### config.mk
export PLATFORM = sky130hd
export DESIGN_NAME = muldiv_unit
export DESIGN_NICKNAME = d
export VERILOG_FILES = /design/src/logic/rv_core_pkg.sv /design/src/logic/muldiv_pkg.sv /design/src/logic/muldiv_unit.sv /design/src/logic/divider.sv /design/src/logic/multiplier.sv /design/src/logic/muldiv_dispatch.sv
export SDC_FILE = /design/constraint.sdc
export NUM_CORES = 1
export LEC_CHECK = 0
export BUFFER_PORTS_ARGS = -buffer_cell sky130_fd_sc_hd__buf_2
export CAP_MARGIN = 0
export CORE_ASPECT_RATIO = 0.5
export CORE_MARGIN = 2
export CORE_UTILIZATION = 31
export DETAILED_ROUTE_END_ITERATION = 6
export PLACE_DENSITY = 0.44
export SLEW_MARGIN = 20
export SYNTH_ARGS = -nofsm -noshare
export SYNTH_HDL_FRONTEND = slang
export SYNTH_HIERARCHICAL = 1
export SYNTH_SLANG_ARGS = --single-unit
### constraint.sdc
create_clock -name clk -period 16.4 [get_ports clk]
set_input_delay 4.92 -clock clk [delete_from_list [all_inputs] [get_ports clk]]
set_output_delay 4.92 -clock clk [all_outputs]
set_load 0.02 [all_outputs]
### src/logic/rv_core_pkg.sv
// core-wide data width and word type
package rv_core_pkg;

    // RV32 datapath width
    localparam int unsigned XLEN = 32;

    // one architectural register value
    typedef logic [XLEN-1:0] word_t;

endpackage
### src/logic/muldiv_pkg.sv
// RV32M operation codes and the request/response records of the mul/div unit
package muldiv_pkg;

    import rv_core_pkg::*;

    // funct3 encoding of the M extension
    typedef enum logic [2:0] {
        MD_MUL    = 3'b000,
        MD_MULH   = 3'b001,
        MD_MULHSU = 3'b010,
        MD_MULHU  = 3'b011,
        MD_DIV    = 3'b100,
        MD_DIVU   = 3'b101,
        MD_REM    = 3'b110,
        MD_REMU   = 3'b111
    } md_op_e;

    typedef enum logic [1:0] {
        MUL_LO  = 2'd0, // low word, sign does not matter
        MUL_HSS = 2'd1, // high word, signed x signed
        MUL_HSU = 2'd2, // high word, signed x unsigned
        MUL_HUU = 2'd3  // high word, unsigned x unsigned
    } mul_op_e;

    typedef enum logic [1:0] {
        DIV_S = 2'd0,
        DIV_U = 2'd1,
        REM_S = 2'd2,
        REM_U = 2'd3
    } div_op_e;

    // request from the execute stage
    typedef struct packed {
        md_op_e op;
        word_t  rs1;
        word_t  rs2;
    } md_req_t;

    // operands as latched by an engine
    typedef struct packed {
        word_t a;
        word_t b;
    } eng_req_t;

    typedef struct packed {
        logic  valid;
        word_t result;
    } md_rsp_t;

endpackage

### src/logic/muldiv_unit.sv
`timescale 1ns/1ps

// RV32M multiply/divide unit of the execute stage
module muldiv_unit #(
    parameter int MUL_STEP_BITS = 2 // 1, 2 or 4
) (
    input  logic                clk,
    input  logic                rst_n,
    input  muldiv_pkg::md_req_t req_i,
    input  logic                start_i,
    input  logic                ready_i,
    output logic                busy_o,
    output muldiv_pkg::md_rsp_t rsp_o
);
    import muldiv_pkg::*;

    eng_req_t eng_req;
    logic     mul_start;
    logic     div_start;
    mul_op_e  mul_op;
    div_op_e  div_op;
    logic     mul_busy;
    logic     div_busy;
    md_rsp_t  mul_rsp;
    md_rsp_t  div_rsp;

    muldiv_dispatch disp0 (
        .clk         (clk),
        .rst_n       (rst_n),
        .req_i       (req_i),
        .start_i     (start_i),
        .mul_busy_i  (mul_busy),
        .div_busy_i  (div_busy),
        .mul_rsp_i   (mul_rsp),
        .div_rsp_i   (div_rsp),
        .eng_req_o   (eng_req),
        .mul_start_o (mul_start),
        .mul_op_o    (mul_op),
        .div_start_o (div_start),
        .div_op_o    (div_op),
        .busy_o      (busy_o),
        .rsp_o       (rsp_o)
    );

    multiplier #(
        .MUL_STEP_BITS (MUL_STEP_BITS)
    ) mul0 (
        .clk     (clk),
        .rst_n   (rst_n),
        .start_i (mul_start),
        .ready_i (ready_i),
        .op_i    (mul_op),
        .req_i   (eng_req),
        .busy_o  (mul_busy),
        .rsp_o   (mul_rsp)
    );

    divider div0 (
        .clk     (clk),
        .rst_n   (rst_n),
        .start_i (div_start),
        .ready_i (ready_i),
        .op_i    (div_op),
        .req_i   (eng_req),
        .busy_o  (div_busy),
        .rsp_o   (div_rsp)
    );

endmodule

### src/logic/divider.sv
`timescale 1ns/1ps

// restoring divider, one quotient bit per CALC cycle
module divider (
    input  logic                 clk,
    input  logic                 rst_n,
    input  logic                 start_i,
    input  logic                 ready_i,
    input  muldiv_pkg::div_op_e  op_i,
    input  muldiv_pkg::eng_req_t req_i,
    output logic                 busy_o,
    output muldiv_pkg::md_rsp_t  rsp_o
);
    import rv_core_pkg::*;
    import muldiv_pkg::*;

    localparam int CNT_W = $clog2(XLEN + 1);

    typedef enum logic [1:0] {
        IDLE,
        START,
        CALC,
        END
    } state_e;

    state_e           state_q;
    div_op_e          op_q;
    logic [CNT_W-1:0] cnt_q;
    logic             neg_q; // negate the selected result
    word_t            a_q;
    word_t            b_q;
    word_t            dvs_q; // divisor magnitude
    logic [XLEN:0]    dq_q;  // dividend bits out at the top, quotient bits in at the bottom
    word_t            rem_q; // partial remainder

    logic             div_zero;
    logic             a_neg;
    logic             b_neg;
    word_t            a_mag;
    word_t            b_mag;
    logic [XLEN:0]    shifted;
    logic [XLEN:0]    diff;
    logic             sub_ok;
    word_t            res_sel;

    assign div_zero = (b_q == '0);

    // only DIV and REM treat the operands as signed
    assign a_neg = (op_q == DIV_S || op_q == REM_S) && a_q[XLEN-1];
    assign b_neg = (op_q == DIV_S || op_q == REM_S) && b_q[XLEN-1];
    assign a_mag = a_neg ? -a_q : a_q;
    assign b_mag = b_neg ? -b_q : b_q;

    // trial subtraction
    assign shifted = {rem_q, dq_q[XLEN]};
    assign diff    = shifted - {1'b0, dvs_q};
    assign sub_ok  = (shifted >= {1'b0, dvs_q});

    assign res_sel = (op_q == DIV_S || op_q == DIV_U) ? dq_q[XLEN-1:0] : rem_q;

    always_ff @(posedge clk) begin
        if (!rst_n) begin
            state_q <= IDLE;
            op_q    <= DIV_S;
            cnt_q   <= '0;
            neg_q   <= 1'b0;
            busy_o  <= 1'b0;
            rsp_o   <= '0;
        end else begin
            case (state_q)
                IDLE: begin
                    if (ready_i) begin
                        rsp_o.valid <= 1'b0;
                        if (start_i) begin
                            op_q    <= op_i;
                            busy_o  <= 1'b1;
                            state_q <= START;
                        end else begin
                            rsp_o.result <= '0;
                        end
                    end
                end
                START: begin
                    if (div_zero) begin
                        neg_q   <= 1'b0; // RISC-V result used as is
                        state_q <= END;
                    end else begin
                        // quotient sign from both operands, remainder follows the dividend
                        if (op_q == DIV_S) begin
                            neg_q <= a_q[XLEN-1] ^ b_q[XLEN-1];
                        end else begin
                            neg_q <= (op_q == REM_S) && a_q[XLEN-1];
                        end
                        cnt_q   <= CNT_W'(XLEN); // XLEN + 1 steps, zero bit first
                        state_q <= CALC;
                    end
                end
                CALC: begin
                    cnt_q <= cnt_q - 1'b1;
                    if (cnt_q == '0) begin
                        state_q <= END;
                    end
                end
                END: begin
                    state_q      <= IDLE;
                    busy_o       <= 1'b0;
                    rsp_o.valid  <= 1'b1;
                    rsp_o.result <= neg_q ? -res_sel : res_sel;
                end
                default: state_q <= IDLE;
            endcase
        end
    end

    // operand, quotient and remainder datapath
    always_ff @(posedge clk) begin
        case (state_q)
            IDLE: begin
                if (ready_i && start_i) begin
                    a_q <= req_i.a;
                    b_q <= req_i.b;
                end
            end
            START: begin
                dvs_q <= b_mag;
                if (div_zero) begin
                    dq_q  <= {1'b0, {XLEN{1'b1}}}; // quotient all ones
                    rem_q <= a_q;                  // remainder is the dividend
                end else begin
                    dq_q  <= {1'b0, a_mag};
                    rem_q <= '0;
                end
            end
            CALC: begin
                dq_q  <= {dq_q[XLEN-1:0], sub_ok};
                rem_q <= sub_ok ? diff[XLEN-1:0] : shifted[XLEN-1:0];
            end
            default: ;
        endcase
    end

endmodule

### src/logic/multiplier.sv
`timescale 1ns/1ps

// iterative shift-add multiplier, MUL_STEP_BITS multiplier bits per cycle
module multiplier #(
    parameter int MUL_STEP_BITS = 2
) (
    input  logic                 clk,
    input  logic                 rst_n,
    input  logic                 start_i,
    input  logic                 ready_i,
    input  muldiv_pkg::mul_op_e  op_i,
    input  muldiv_pkg::eng_req_t req_i,
    output logic                 busy_o,
    output muldiv_pkg::md_rsp_t  rsp_o
);
    import rv_core_pkg::*;
    import muldiv_pkg::*;

    localparam int STEPS = XLEN / MUL_STEP_BITS; // CALC cycles
    localparam int CNT_W = $clog2(STEPS);

    typedef enum logic [1:0] {
        IDLE,
        START,
        CALC,
        END
    } state_e;

    state_e             state_q;
    mul_op_e            op_q;
    logic [CNT_W-1:0]   cnt_q;
    logic               neg_q;    // product must be negated at the end
    word_t              a_q;
    word_t              b_q;
    logic [2*XLEN-1:0]  mcand_q;  // multiplicand, shifts left each step
    word_t              mplier_q; // multiplier, shifts right each step
    logic [2*XLEN-1:0]  prod_q;

    logic               a_neg;
    logic               b_neg;
    word_t              a_mag;
    word_t              b_mag;
    logic [2*XLEN-1:0]  step_sum;
    logic [2*XLEN-1:0]  prod_fix;

    // rs1 is signed for MULH and MULHSU, rs2 only for MULH
    assign a_neg = (op_q == MUL_HSS || op_q == MUL_HSU) && a_q[XLEN-1];
    assign b_neg = (op_q == MUL_HSS) && b_q[XLEN-1];
    assign a_mag = a_neg ? -a_q : a_q;
    assign b_mag = b_neg ? -b_q : b_q;

    // add the partial products of this step
    always_comb begin
        step_sum = prod_q;
        for (int j = 0; j < MUL_STEP_BITS; j++) begin
            if (mplier_q[j]) begin
                step_sum = step_sum + (mcand_q << j);
            end
        end
    end

    assign prod_fix = neg_q ? -prod_q : prod_q;

    always_ff @(posedge clk) begin
        if (!rst_n) begin
            state_q <= IDLE;
            op_q    <= MUL_LO;
            cnt_q   <= '0;
            neg_q   <= 1'b0;
            busy_o  <= 1'b0;
            rsp_o   <= '0;
        end else begin
            case (state_q)
                IDLE: begin
                    if (ready_i) begin
                        rsp_o.valid <= 1'b0; // result taken
                        if (start_i) begin
                            op_q    <= op_i;
                            busy_o  <= 1'b1;
                            state_q <= START;
                        end else begin
                            rsp_o.result <= '0;
                        end
                    end
                end
                START: begin
                    neg_q   <= a_neg ^ b_neg;
                    cnt_q   <= CNT_W'(STEPS - 1);
                    state_q <= CALC;
                end
                CALC: begin
                    cnt_q <= cnt_q - 1'b1;
                    if (cnt_q == '0) begin
                        state_q <= END;
                    end
                end
                END: begin
                    state_q     <= IDLE;
                    busy_o      <= 1'b0;
                    rsp_o.valid <= 1'b1;
                    if (op_q == MUL_LO) begin
                        rsp_o.result <= prod_fix[XLEN-1:0];
                    end else begin
                        rsp_o.result <= prod_fix[2*XLEN-1:XLEN];
                    end
                end
                default: state_q <= IDLE;
            endcase
        end
    end

    // operand and product datapath
    always_ff @(posedge clk) begin
        case (state_q)
            IDLE: begin
                if (ready_i && start_i) begin
                    a_q <= req_i.a;
                    b_q <= req_i.b;
                end
            end
            START: begin
                mcand_q  <= {{XLEN{1'b0}}, a_mag};
                mplier_q <= b_mag;
                prod_q   <= '0;
            end
            CALC: begin
                mcand_q  <= mcand_q << MUL_STEP_BITS;
                mplier_q <= mplier_q >> MUL_STEP_BITS;
                prod_q   <= step_sum;
            end
            default: ;
        endcase
    end

endmodule

### src/logic/muldiv_dispatch.sv
`timescale 1ns/1ps

module muldiv_dispatch (
    input  logic                 clk,
    input  logic                 rst_n,
    input  muldiv_pkg::md_req_t  req_i,
    input  logic                 start_i,
    input  logic                 mul_busy_i,
    input  logic                 div_busy_i,
    input  muldiv_pkg::md_rsp_t  mul_rsp_i,
    input  muldiv_pkg::md_rsp_t  div_rsp_i,
    output muldiv_pkg::eng_req_t eng_req_o,
    output logic                 mul_start_o,
    output muldiv_pkg::mul_op_e  mul_op_o,
    output logic                 div_start_o,
    output muldiv_pkg::div_op_e  div_op_o,
    output logic                 busy_o,
    output muldiv_pkg::md_rsp_t  rsp_o
);
    import muldiv_pkg::*;

    logic is_div;      // request belongs to the divider
    logic owner_div_q; // engine of the operation in flight

    assign is_div = req_i.op inside {MD_DIV, MD_DIVU, MD_REM, MD_REMU};

    // funct3 to engine opcode
    always_comb begin
        mul_op_o = MUL_LO;
        div_op_o = DIV_S;
        case (req_i.op)
            MD_MULH:   mul_op_o = MUL_HSS;
            MD_MULHSU: mul_op_o = MUL_HSU;
            MD_MULHU:  mul_op_o = MUL_HUU;
            MD_DIVU:   div_op_o = DIV_U;
            MD_REM:    div_op_o = REM_S;
            MD_REMU:   div_op_o = REM_U;
            default: ;
        endcase
    end

    assign eng_req_o.a = req_i.rs1;
    assign eng_req_o.b = req_i.rs2;

    assign mul_start_o = start_i & ~is_div;
    assign div_start_o = start_i & is_div;

    // remember who got the last start so the right result comes back
    always_ff @(posedge clk) begin
        if (!rst_n) begin
            owner_div_q <= 1'b0;
        end else if (start_i && !busy_o) begin
            owner_div_q <= is_div;
        end
    end

    assign busy_o = mul_busy_i | div_busy_i;
    assign rsp_o  = owner_div_q ? div_rsp_i : mul_rsp_i;

endmodule

* Word-level counts from Yosys, hierarchy flattened
Cells that the tools add are included.
** Operators by class
- Add/subtract/negate cells :: 11
- Multiply operators :: 0
- Div/mod/pow operators :: 0
- Magnitude comparators :: 1
- Eq/ne operators :: 26
- Shifts and indexed selects :: 0
- Muxes and demuxes :: 47
- Bitwise operators :: 6
- Reduce and logical (&&, ||, !) cells :: 37
** Operators by type and width (count)
- 2-to-1 mux 32 bit :: 12
- one-hot mux 64 bit (2 select lines) :: 2
- one-hot mux 33 bit (2 select lines) :: 3
- 2-to-1 mux 64 bit :: 3
- negator 32 bit :: 5
- adder 64 bit :: 2
- one-hot mux 32 bit (2 select lines) :: 2
- 2-to-1 mux 33 bit :: 3
- negator 64 bit :: 1
- greater-or-equal comparator 33 x 32 -> 1 bit :: 1
- zero test 32 bit :: 1
- subtractor 32 bit :: 1
- AND reduction 3 bit :: 8
- one-hot mux 2 bit (4 select lines) :: 2
- equality test 2 bit, second input constant :: 6
- equality test 3 bit, second input constant :: 4
- 2-to-1 mux 2 bit :: 6
- one-hot mux 2 bit (3 select lines) :: 2
- one-hot mux 6 bit (2 select lines) :: 1
- inequality test 2 bit, second input constant :: 5
- AND reduction 2 bit :: 5
- equality test 2 x 1 -> 1 bit, second input constant :: 4
- logical AND 1 bit :: 8
- zero test 2 bit :: 4
- other kinds (19) :: 37
** Word-level totals
- Register bits after elaboration :: 474
- Latch bits :: 0
- Bits in writable memories :: 0
- ROM bits :: 0
- Input port bits :: 71
- Output and inout bits :: 34
- Word-level logic and storage cells :: 153
- Memories kept :: 0

* Longest topological paths before layout
Gate-level depths: netlist of the first run.
- Word-level depth :: 7
- Gate-level depth with buffers :: 26
- Depth with buffers taken out :: 25

* Modules after synthesis
Netlist of the first run, hierarchy kept.
** Modules (own cells, without submodules)
- multiplier :: times used 1, cells an instance 2418, area an instance 21368.0 µm², seq. area each 7587.3 µm²
- divider :: times used 1, cells an instance 1217, area an instance 11962.7 µm², seq. area each 5735.5 µm²
- muldiv_dispatch :: times used 1, cells an instance 113, area an instance 1121.1 µm², seq. area each 20.0 µm²

* Worst setup path after synthesis of the first run
OpenSTA, ideal clock, no wires.
- Path type :: input to register
- Start point :: input port start_i
- End point :: register mul0.op_q[0]
- Setup time :: 124 ps
- Arrival time :: 7502 ps
- Data required time :: 16276 ps
- Setup slack :: 8774 ps
- Stages :: 5
- Buffers on the path :: 1
- Path through :: nor2b_1 > and3_1 > clkbuf_1 > mux2i_1 > nor2b_1
** On the way
- Word-level cells in the longest chain between the ends :: 2
** Ends and longest elaborated chain
- start, declared :: line muldiv_unit.sv:10 : input logic start_i,
- bitwise AND 1 bit :: line muldiv_dispatch.sv:45 : assign mul_start_o = start_i & ~is_div;
- AND reduction 3 bit (no line)
- end signal, assigned :: line multiplier.sv:78 : op_q <= op_i;
- end, declared :: line multiplier.sv:30 : mul_op_e op_q;
Every way passes these cells.
A chain may end at the register's enable or synchronous reset.

==> results of run 1 <==
==> state kept, by name, indices dropped and copies added, names as in the netlist, 33 cells and up <==
name          cells
mul0/rsp_o       33
mul0/prod_q      64
div0/dq_q        33
div0/rsp_o       33
mul0/mcand_q     64
==> where the power goes <==
group	internal [mW]	switching (mW)	total (mW)	leakage (nW)
registers	1.75	0.436	2.19	4.33
clock network	0.659	0.573	1.23	0.828
logic	2.00	3.31	5.32	8.58
total	4.41	4.32	8.74	13.7
==> stage by stage <==
stage                     utilization  total power, mW  hold slack [ns]
after floorplan                     -            5.962           0.4203
after CTS                      0.3415            8.723           0.4515
final                          0.3418            8.736           0.4515
after detailed placement       0.3257            7.437           0.4413
after global routing           0.3418            9.395           0.4758
after global placement         0.3256            7.456           0.4331
==> worst min-delay path, cell delays in order, from the launching register on <==
cell	delay [ns]
dfxtp_1	0.31
inv_1	0.05
a21oi_1	0.05
==> worst paths after layout <==
path	depth (start not counted)	slack (ns)	startpoint	endpoint
worst max-delay path	2	9.08	disp0/owner_div_q	rsp_o[1]
worst max register to register	25	9.65	mul0/prod_q[0]	mul0/prod_q[62]
worst min-delay path	2	0.45	mul0/rsp_o[32]	mul0/rsp_o[32]
worst min register to register	2	0.45	mul0/rsp_o[32]	mul0/rsp_o[32]
==> layout by cell type, fill, tap and decap left out, drive strengths merged, types with 11 or more instances in the layout <==
| cell type | count |
|---|---|
| a32oi | 11 |
| or4 | 18 |
| o21ai | 316 |
| nor3b | 13 |
| a21o | 82 |
| o21bai | 29 |
| a21oi | 327 |
| a22oi | 23 |
| o41ai | 23 |
| nor4 | 40 |
| nor3 | 92 |
| nand2 | 413 |
| nand3 | 53 |
| o211ai | 20 |
| and2 | 61 |
| xor2 | 108 |
| a211oi | 32 |
| nand2b | 21 |
| clkinv | 19 |
| edfxtp | 385 |
| clkbuf | 62 |
| mux2 | 86 |
| mux2i | 56 |
| dfxtp | 89 |
| nand4 | 47 |
| inv | 141 |
| o21a | 23 |
| a221oi | 12 |
| ha | 185 |
| a31oi | 51 |
| xnor2 | 200 |
| o31ai | 34 |
| nor2b | 70 |
| or3 | 20 |
| buf | 131 |
| nor2 | 246 |
| and3 | 29 |
==> routing by layer <==
layer,share of wire,GRT usage,vias to the layer above
met4,0.025,0.05051,0
li1,-,-,13648
met1,0.47,0.2724,13707
met5,0,0,-
met2,0.46,0.3236,619
met3,0.043,0.02301,122
==> layout make-up <==
class | count | share of cell area
multi-input combinational | 2896 | 0.5163
timing repair buffer | 131 | 0.01973
clock inverter | 34 | 0.008738
tap | 1496 | 0.04970
antenna | 2 | 0.0001329
sequential | 474 | 0.3544
inverter | 136 | 0.01355
clock buffer | 62 | 0.03748
==> logic make-up (layout without fill, tap and decap cells) <==
logic type,Yosys count,count (layout)
buffers and inverters,378,363
AND/OR/NAND/NOR,1151,1151
multiplexers,143,143
other,0,2
XOR/XNOR,309,309
AO/OA/AOI/OAI,1105,1105
flip-flops,474,474
adder cells (fa/ha/maj),188,188
==> results.ini, run 1 <==
[status]
outcome = finished, final reports clean

[synthesis]
async_reset_ff_frac = 0
syn_area_per_cell_um2 = 9.192
synth-xor-area-share = 0.07895
synthCells = 3748
yosysMostFrequentCell = nand2_1
synthesis.area_um2 = 34450
synth-seq-area-share = 0.3873
yosysUniqueCellTypes = 113
synth_edf_count = 385
ys.flop_type = edfxtp_1
yosys_warnings = 6
ys_top_cells_by_count = 412 x nand2_1, 385 x edfxtp_1, 325 x a21oi_1
ys_ff_latch = 474
synth_compound_area_frac = 0.2020
synth_top_area_frac = 0.3356
synth_fa_ha_area_frac = 0.06893
synthTopCellsByArea = edfxtp_1 34%, ha_1 6.7%, dfxtp_1 5.2%, xnor2_1 5.1%, a21oi_1 4.7%
synthSimpleGateAreaFrac = 0.1638
syn-num-nets = 4007
synth_top_area_cell = edfxtp_1
synth_top_family_by_area = compound AO/OA/AOI/OAI gates
synthMuxAreaShare = 0.04819

[cells_and_area]
fin_area_um2 = 37660
fin_cells = 5231
syn_to_final_growth_pct = 9.315
regArea_um2 = 13350
final_layout_size_suffix_gt1_frac = 0.1010
nNetsFinal = 3949
fill_cells = 11408
multiInputGateArea_um2 = 19440

[grt]
first_global_vias = 26992
grt-ovfl-total = 0
grt_usage = 0.1964
antenna_found_initial = 0
grt_max_degree = 72
grt_first_pass_wirelength_um = 171200

[route]
detail-route-antenna-nets = 0
routed-via-count = 28096
first_pass_iters = 6
remaining_drc_errors = 0
avgRoutedWirePerCell_um = 21.83
vias_per_cell = 5.371
drt_iter0_drc = 2269
drt-total-wl_um = 114200

[timing]
relSlewSlack = 0.2735
rsz0062_at_grt = no
finalMaxSlewViolations = 0
skew_ns = 0.03398
fmax_mhz = 136.5
period_share = 0.4466
setup-tns-final_ns = 0
fin_ws_ns = 9.075
min_period_ns = 7.325
hold_viol_final = 0
tightest_slew_ns = 1.090
setup_violations = 0

[clocking]
cts_max_level = 2
post_cts_buffers = 0
cts_resized = 0
insertion_delay_ns = 0.66
cts.sink_count = 474
cts_buffer_depth = 3
cts_tree = done
cts_buffers = 51
clkTransAtPathRegs_ns = 0.07
cts_hold_buf = 0
cts_root_buffer = clkbuf_16

[place]
place_area_um2 = 35890
post-place-ws_ns = 9.030
placed_cells = 5132
portBuffers = 104
place_congestion = 0.8938
hpwl_um = 87250

[worst_setup_path]
crit_path_start_kind = flop
cp_max_fo = 34
critPathKind = flop to output port
slowest_stage = dfxtp_2
cp_cell_sequence = mux2_2 > buf_2
crit_family = flip-flops
cpPeakStageDelay_ns = 1.05
critPathBufInv = 1
worst_setup_path_end_kind = output port
critPathRequiredTime_ns = 11.48
crit_arrival_ns = 2.40

[die]
die_x_um = 475.5
dieArea_um2 = 114000
initial_utilization = 0.3127
io_pins = 105
core_area_um2 = 110200
rows = 86
die_h_um = 239.7

[power]
pwr_density_cell_nw_per_um2 = 232.0
p_leak_nw = 13.73
ir_drop_uv = 95.00

[min_path]
hold_path_class = flop to flop

[run]
maxCapViolations = 0

No activity file was read; power rests on OpenSTA's default activity.
==> inputs of run 2 (changes only) <==
Settings changed: ABC_AREA set to 1.
Clock period 16.4 ns to 7.05 ns, I/O delays scaled along.
==> results.ini, run 2 <==
[synthesis]
yosysMostFrequentCell = nand2_1
async_reset_ff_frac = 0  ; unchanged
ys_top_cells_by_count = 1813 x nand2_1, 904 x inv_1, 654 x nor2_1
syn_area_per_cell_um2 = 6.644  ; -28%
syn-num-nets = 6260  ; +56%
synth_edf_count = 385  ; unchanged
yosys_warnings = 6  ; unchanged
synthesis.area_um2 = 39870  ; +16%
yosysUniqueCellTypes = 58  ; -49%
ys_ff_latch = 474  ; unchanged
synthTopCellsByArea = edfxtp_1 29%, nand2_1 17%, inv_1 8.5%, nor2_1 6.2%, ha_1 5.8%
synth-seq-area-share = 0.3346  ; -0.05266
ys.flop_type = edfxtp_1
synth_top_area_frac = 0.2899  ; -0.04563
synth_top_area_cell = edfxtp_1
synthCells = 6001  ; +60%

[clocking]
cts.sink_count = 474  ; unchanged
cts_root_buffer = clkbuf_16
cts_max_level = 2  ; unchanged
post_cts_buffers = 0  ; unchanged
cts_buffer_depth = 3  ; unchanged
clkTransAtPathRegs_ns = 0.07  ; about the same
cts_resized = 0  ; unchanged
insertion_delay_ns = 0.69  ; +0.03 ns
cts_tree = done
cts_buffers = 52  ; +2.0%
cts_hold_buf = 0  ; unchanged

[timing]
fmax_mhz = 184.1
min_period_ns = 5.432
period_share = 0.7705
tightest_slew_ns = 1.014  ; -0.07554 ns
setup-tns-final_ns = 0  ; unchanged
setup_violations = 0  ; unchanged
rsz0062_at_grt = no
relSlewSlack = 0.3239  ; +0.05036
finalMaxSlewViolations = 0  ; unchanged
skew_ns = 0.04442  ; +0.01044 ns
hold_viol_final = 0  ; unchanged
whs_ns = 0.4658  ; +0.01429 ns

[route]
vias_per_cell = 5.049  ; -6.0%
avgRoutedWirePerCell_um = 22.01  ; +0.85%
remaining_drc_errors = 0  ; unchanged
routed-via-count = 38989  ; +39%
drt-total-wl_um = 170000  ; +49%
detail-route-antenna-nets = 0  ; unchanged
drt_iter0_drc = 3704  ; +63%
first_pass_iters = 6  ; unchanged

[die]
rows = 92  ; +7.0%
core_area_um2 = 126700  ; +15%
initial_utilization = 0.3146  ; +0.001945
io_pins = 105  ; unchanged
die_h_um = 257.6  ; +7.5%
dieArea_um2 = 131700  ; +16%
die_x_um = 511.2  ; +7.5%

[place]
placed_cells = 7623  ; +49%
hpwl_um = 136500  ; +56%
portBuffers = 104  ; unchanged
place_congestion = 1.021  ; +14%
place_area_um2 = 41680  ; +16%

[power]
p_int_mw = 10.46  ; +140%
power_mw = 24.14  ; +180%
p_leak_nw = 20.15  ; +47%
pwr-share-comb = 0.644  ; +0.035
ir_drop_uv = 331.6  ; +250%
pwr_density_cell_nw_per_um2 = 552.0  ; +140%
clkPwrFrac = 0.138  ; -0.003
p_sw_mw = 13.69  ; +220%
swShare = 0.5669  ; +0.07211
seqPwrFrac = 0.218  ; -0.032

[min_path]
hp-start = mul0/rsp_o[13]
hold_depth = 2  ; unchanged
hold_path_class = flop to flop
hold_end = mul0/rsp_o[13]

[worst_setup_path]
worst_setup_path_end_kind = flop
r2r_setup_slack_ns = 1.62  ; -8.03 ns
r2r-end = mul0/prod_q[44]
reg2reg_from = mul0/prod_q[2]
crit_start = mul0/prod_q[2]
critPathRequiredTime_ns = 7.47  ; -4.01 ns
critPathKind = flop to flop
crit_arrival_ns = 5.85  ; +3.45 ns
crit_path_start_kind = flop
cp_max_fo = 7  ; -79%
reg2regPathDepth = 25  ; unchanged

[cells_and_area]
fin_cells = 7722  ; +48%
nNetsFinal = 6245  ; +58%
final_layout_size_suffix_gt1_frac = 0.06518  ; -0.03581
layout_common_cells = 1813 x nand2_1, 904 x inv_1, 650 x nor2_1
layout_commonest_cell = nand2_1
syn_to_final_growth_pct = 9.699
fin_area_um2 = 43740  ; +16%
fill_cells = 13743  ; +20%
largestRegisters = mul0/mcand_q x64, mul0/prod_q x64

[grt]
grt_max_degree = 118  ; +64%
grt_first_pass_wirelength_um = 249500  ; +46%
antenna_found_initial = 5  ; +5
grt-ovfl-total = 0  ; unchanged
first_global_vias = 37253  ; +38%
grt_usage = 0.2519  ; +0.05556

[run]
maxCapViolations = 0  ; unchanged

[status]
outcome = finished, final reports clean

-- run 2: cell types whose count changed after synthesis, moves of 69 or more --
cell,before,now
a21o_1,82,8
xnor2_1,200,49
inv_1,135,904
nor2_1,244,654
nor2b_1,69,0
nand2_1,412,1813
nand3_1,51,441
-- run 2: cell type report --
cell class,instances,area (um^2),share of cell area
clock buffer,66,1541,0.03524
inverter,926,3477,0.07949
antenna,1,2.502,0.00005721
tap,1692,2117,0.04840
clock inverter,31,499.2,0.01141
timing repair buffer,137,793.3,0.01814
sequential,474,13350,0.3051
multi-input combinational,4395,21960,0.5021
-- run 2: layer usage --
layer / routed length (um) / vias to the layer above / track usage / part of all wire
met5: 0 / - / 0 / 0
met1: 78170 / 18409 / 0.3481 / 0.46
met3: 9692 / 206 / 0.02970 / 0.057
met2: 76380 / 1126 / 0.4116 / 0.45
met4: 5731 / 0 / 0.07720 / 0.034
li1: - / 19248 / - / -
-- run 2: kinds of logic (layout without fill, tap and decap cells) --
family | after synthesis | after routing | synth area share
compound gates | 842 | 842 | 0.1161
xor+xnor | 162 | 162 | 0.03558
fa+ha+maj | 188 | 188 | 0.05956
buf+inv | 1132 | 1160 | 0.1162
flops | 474 | 474 | 0.3346
other cells | 0 | 1 | 0
simple gates | 3203 | 3203 | 0.3379
-- run 2: critical path: stages (launching register included) --
cell      delay [ns]
edfxtp_1        0.54
ha_1            0.42
or2_1           0.27
nand3_1         0.10
nand2_1         0.12
nand2_1         0.09
nand2_1         0.16
nand3_1         0.12
nand2_1         0.21
xor2_1          0.24
nand2_1         0.21
o21ai_0         0.14
ha_1            0.41
a21oi_1         0.24
a21boi_0        0.49
nand2_1         0.31
a21oi_1         0.18
nand2_1         0.28
nand2_1         0.17
nand2_1         0.06
nand2_1         0.05
nand3_1         0.10
nand2_1         0.12
inv_1           0.05
nand2_1         0.06
inv_1           0.03
-- run 2: metrics by stage --
step                setup WS [ns]  utilization
global route                1.287       0.3451
finish                      1.618       0.3451
global placement            1.739       0.3288
CTS                         1.788       0.3450
detailed placement          1.806       0.3289
floorplan                   1.124            -
-- run 2: worst max path at each step --
stage	to	slack, ns	cells after the start
3_3_place_gp	mul0/prod_q[63]	1.74	25
3_5_place_dp	mul0/prod_q[44]	1.81	26
5_1_grt	mul0/prod_q[63]	1.29	25
2_1_floorplan	mul0/op_q[0]	1.12	7
4_1_cts	mul0/prod_q[44]	1.79	25
6_report	mul0/prod_q[44]	1.62	25
-- run 2: power by group through the flow --
stage	sequential (mW)	clock [mW]	combinational, mW
after CTS	5.24	3.43	15.4
after global placement	5.29	0	15.4
after global routing	5.30	3.53	17.2
final	5.25	3.34	15.6
after detailed placement	5.30	0	15.3
after floorplan	4.67	0	10.3
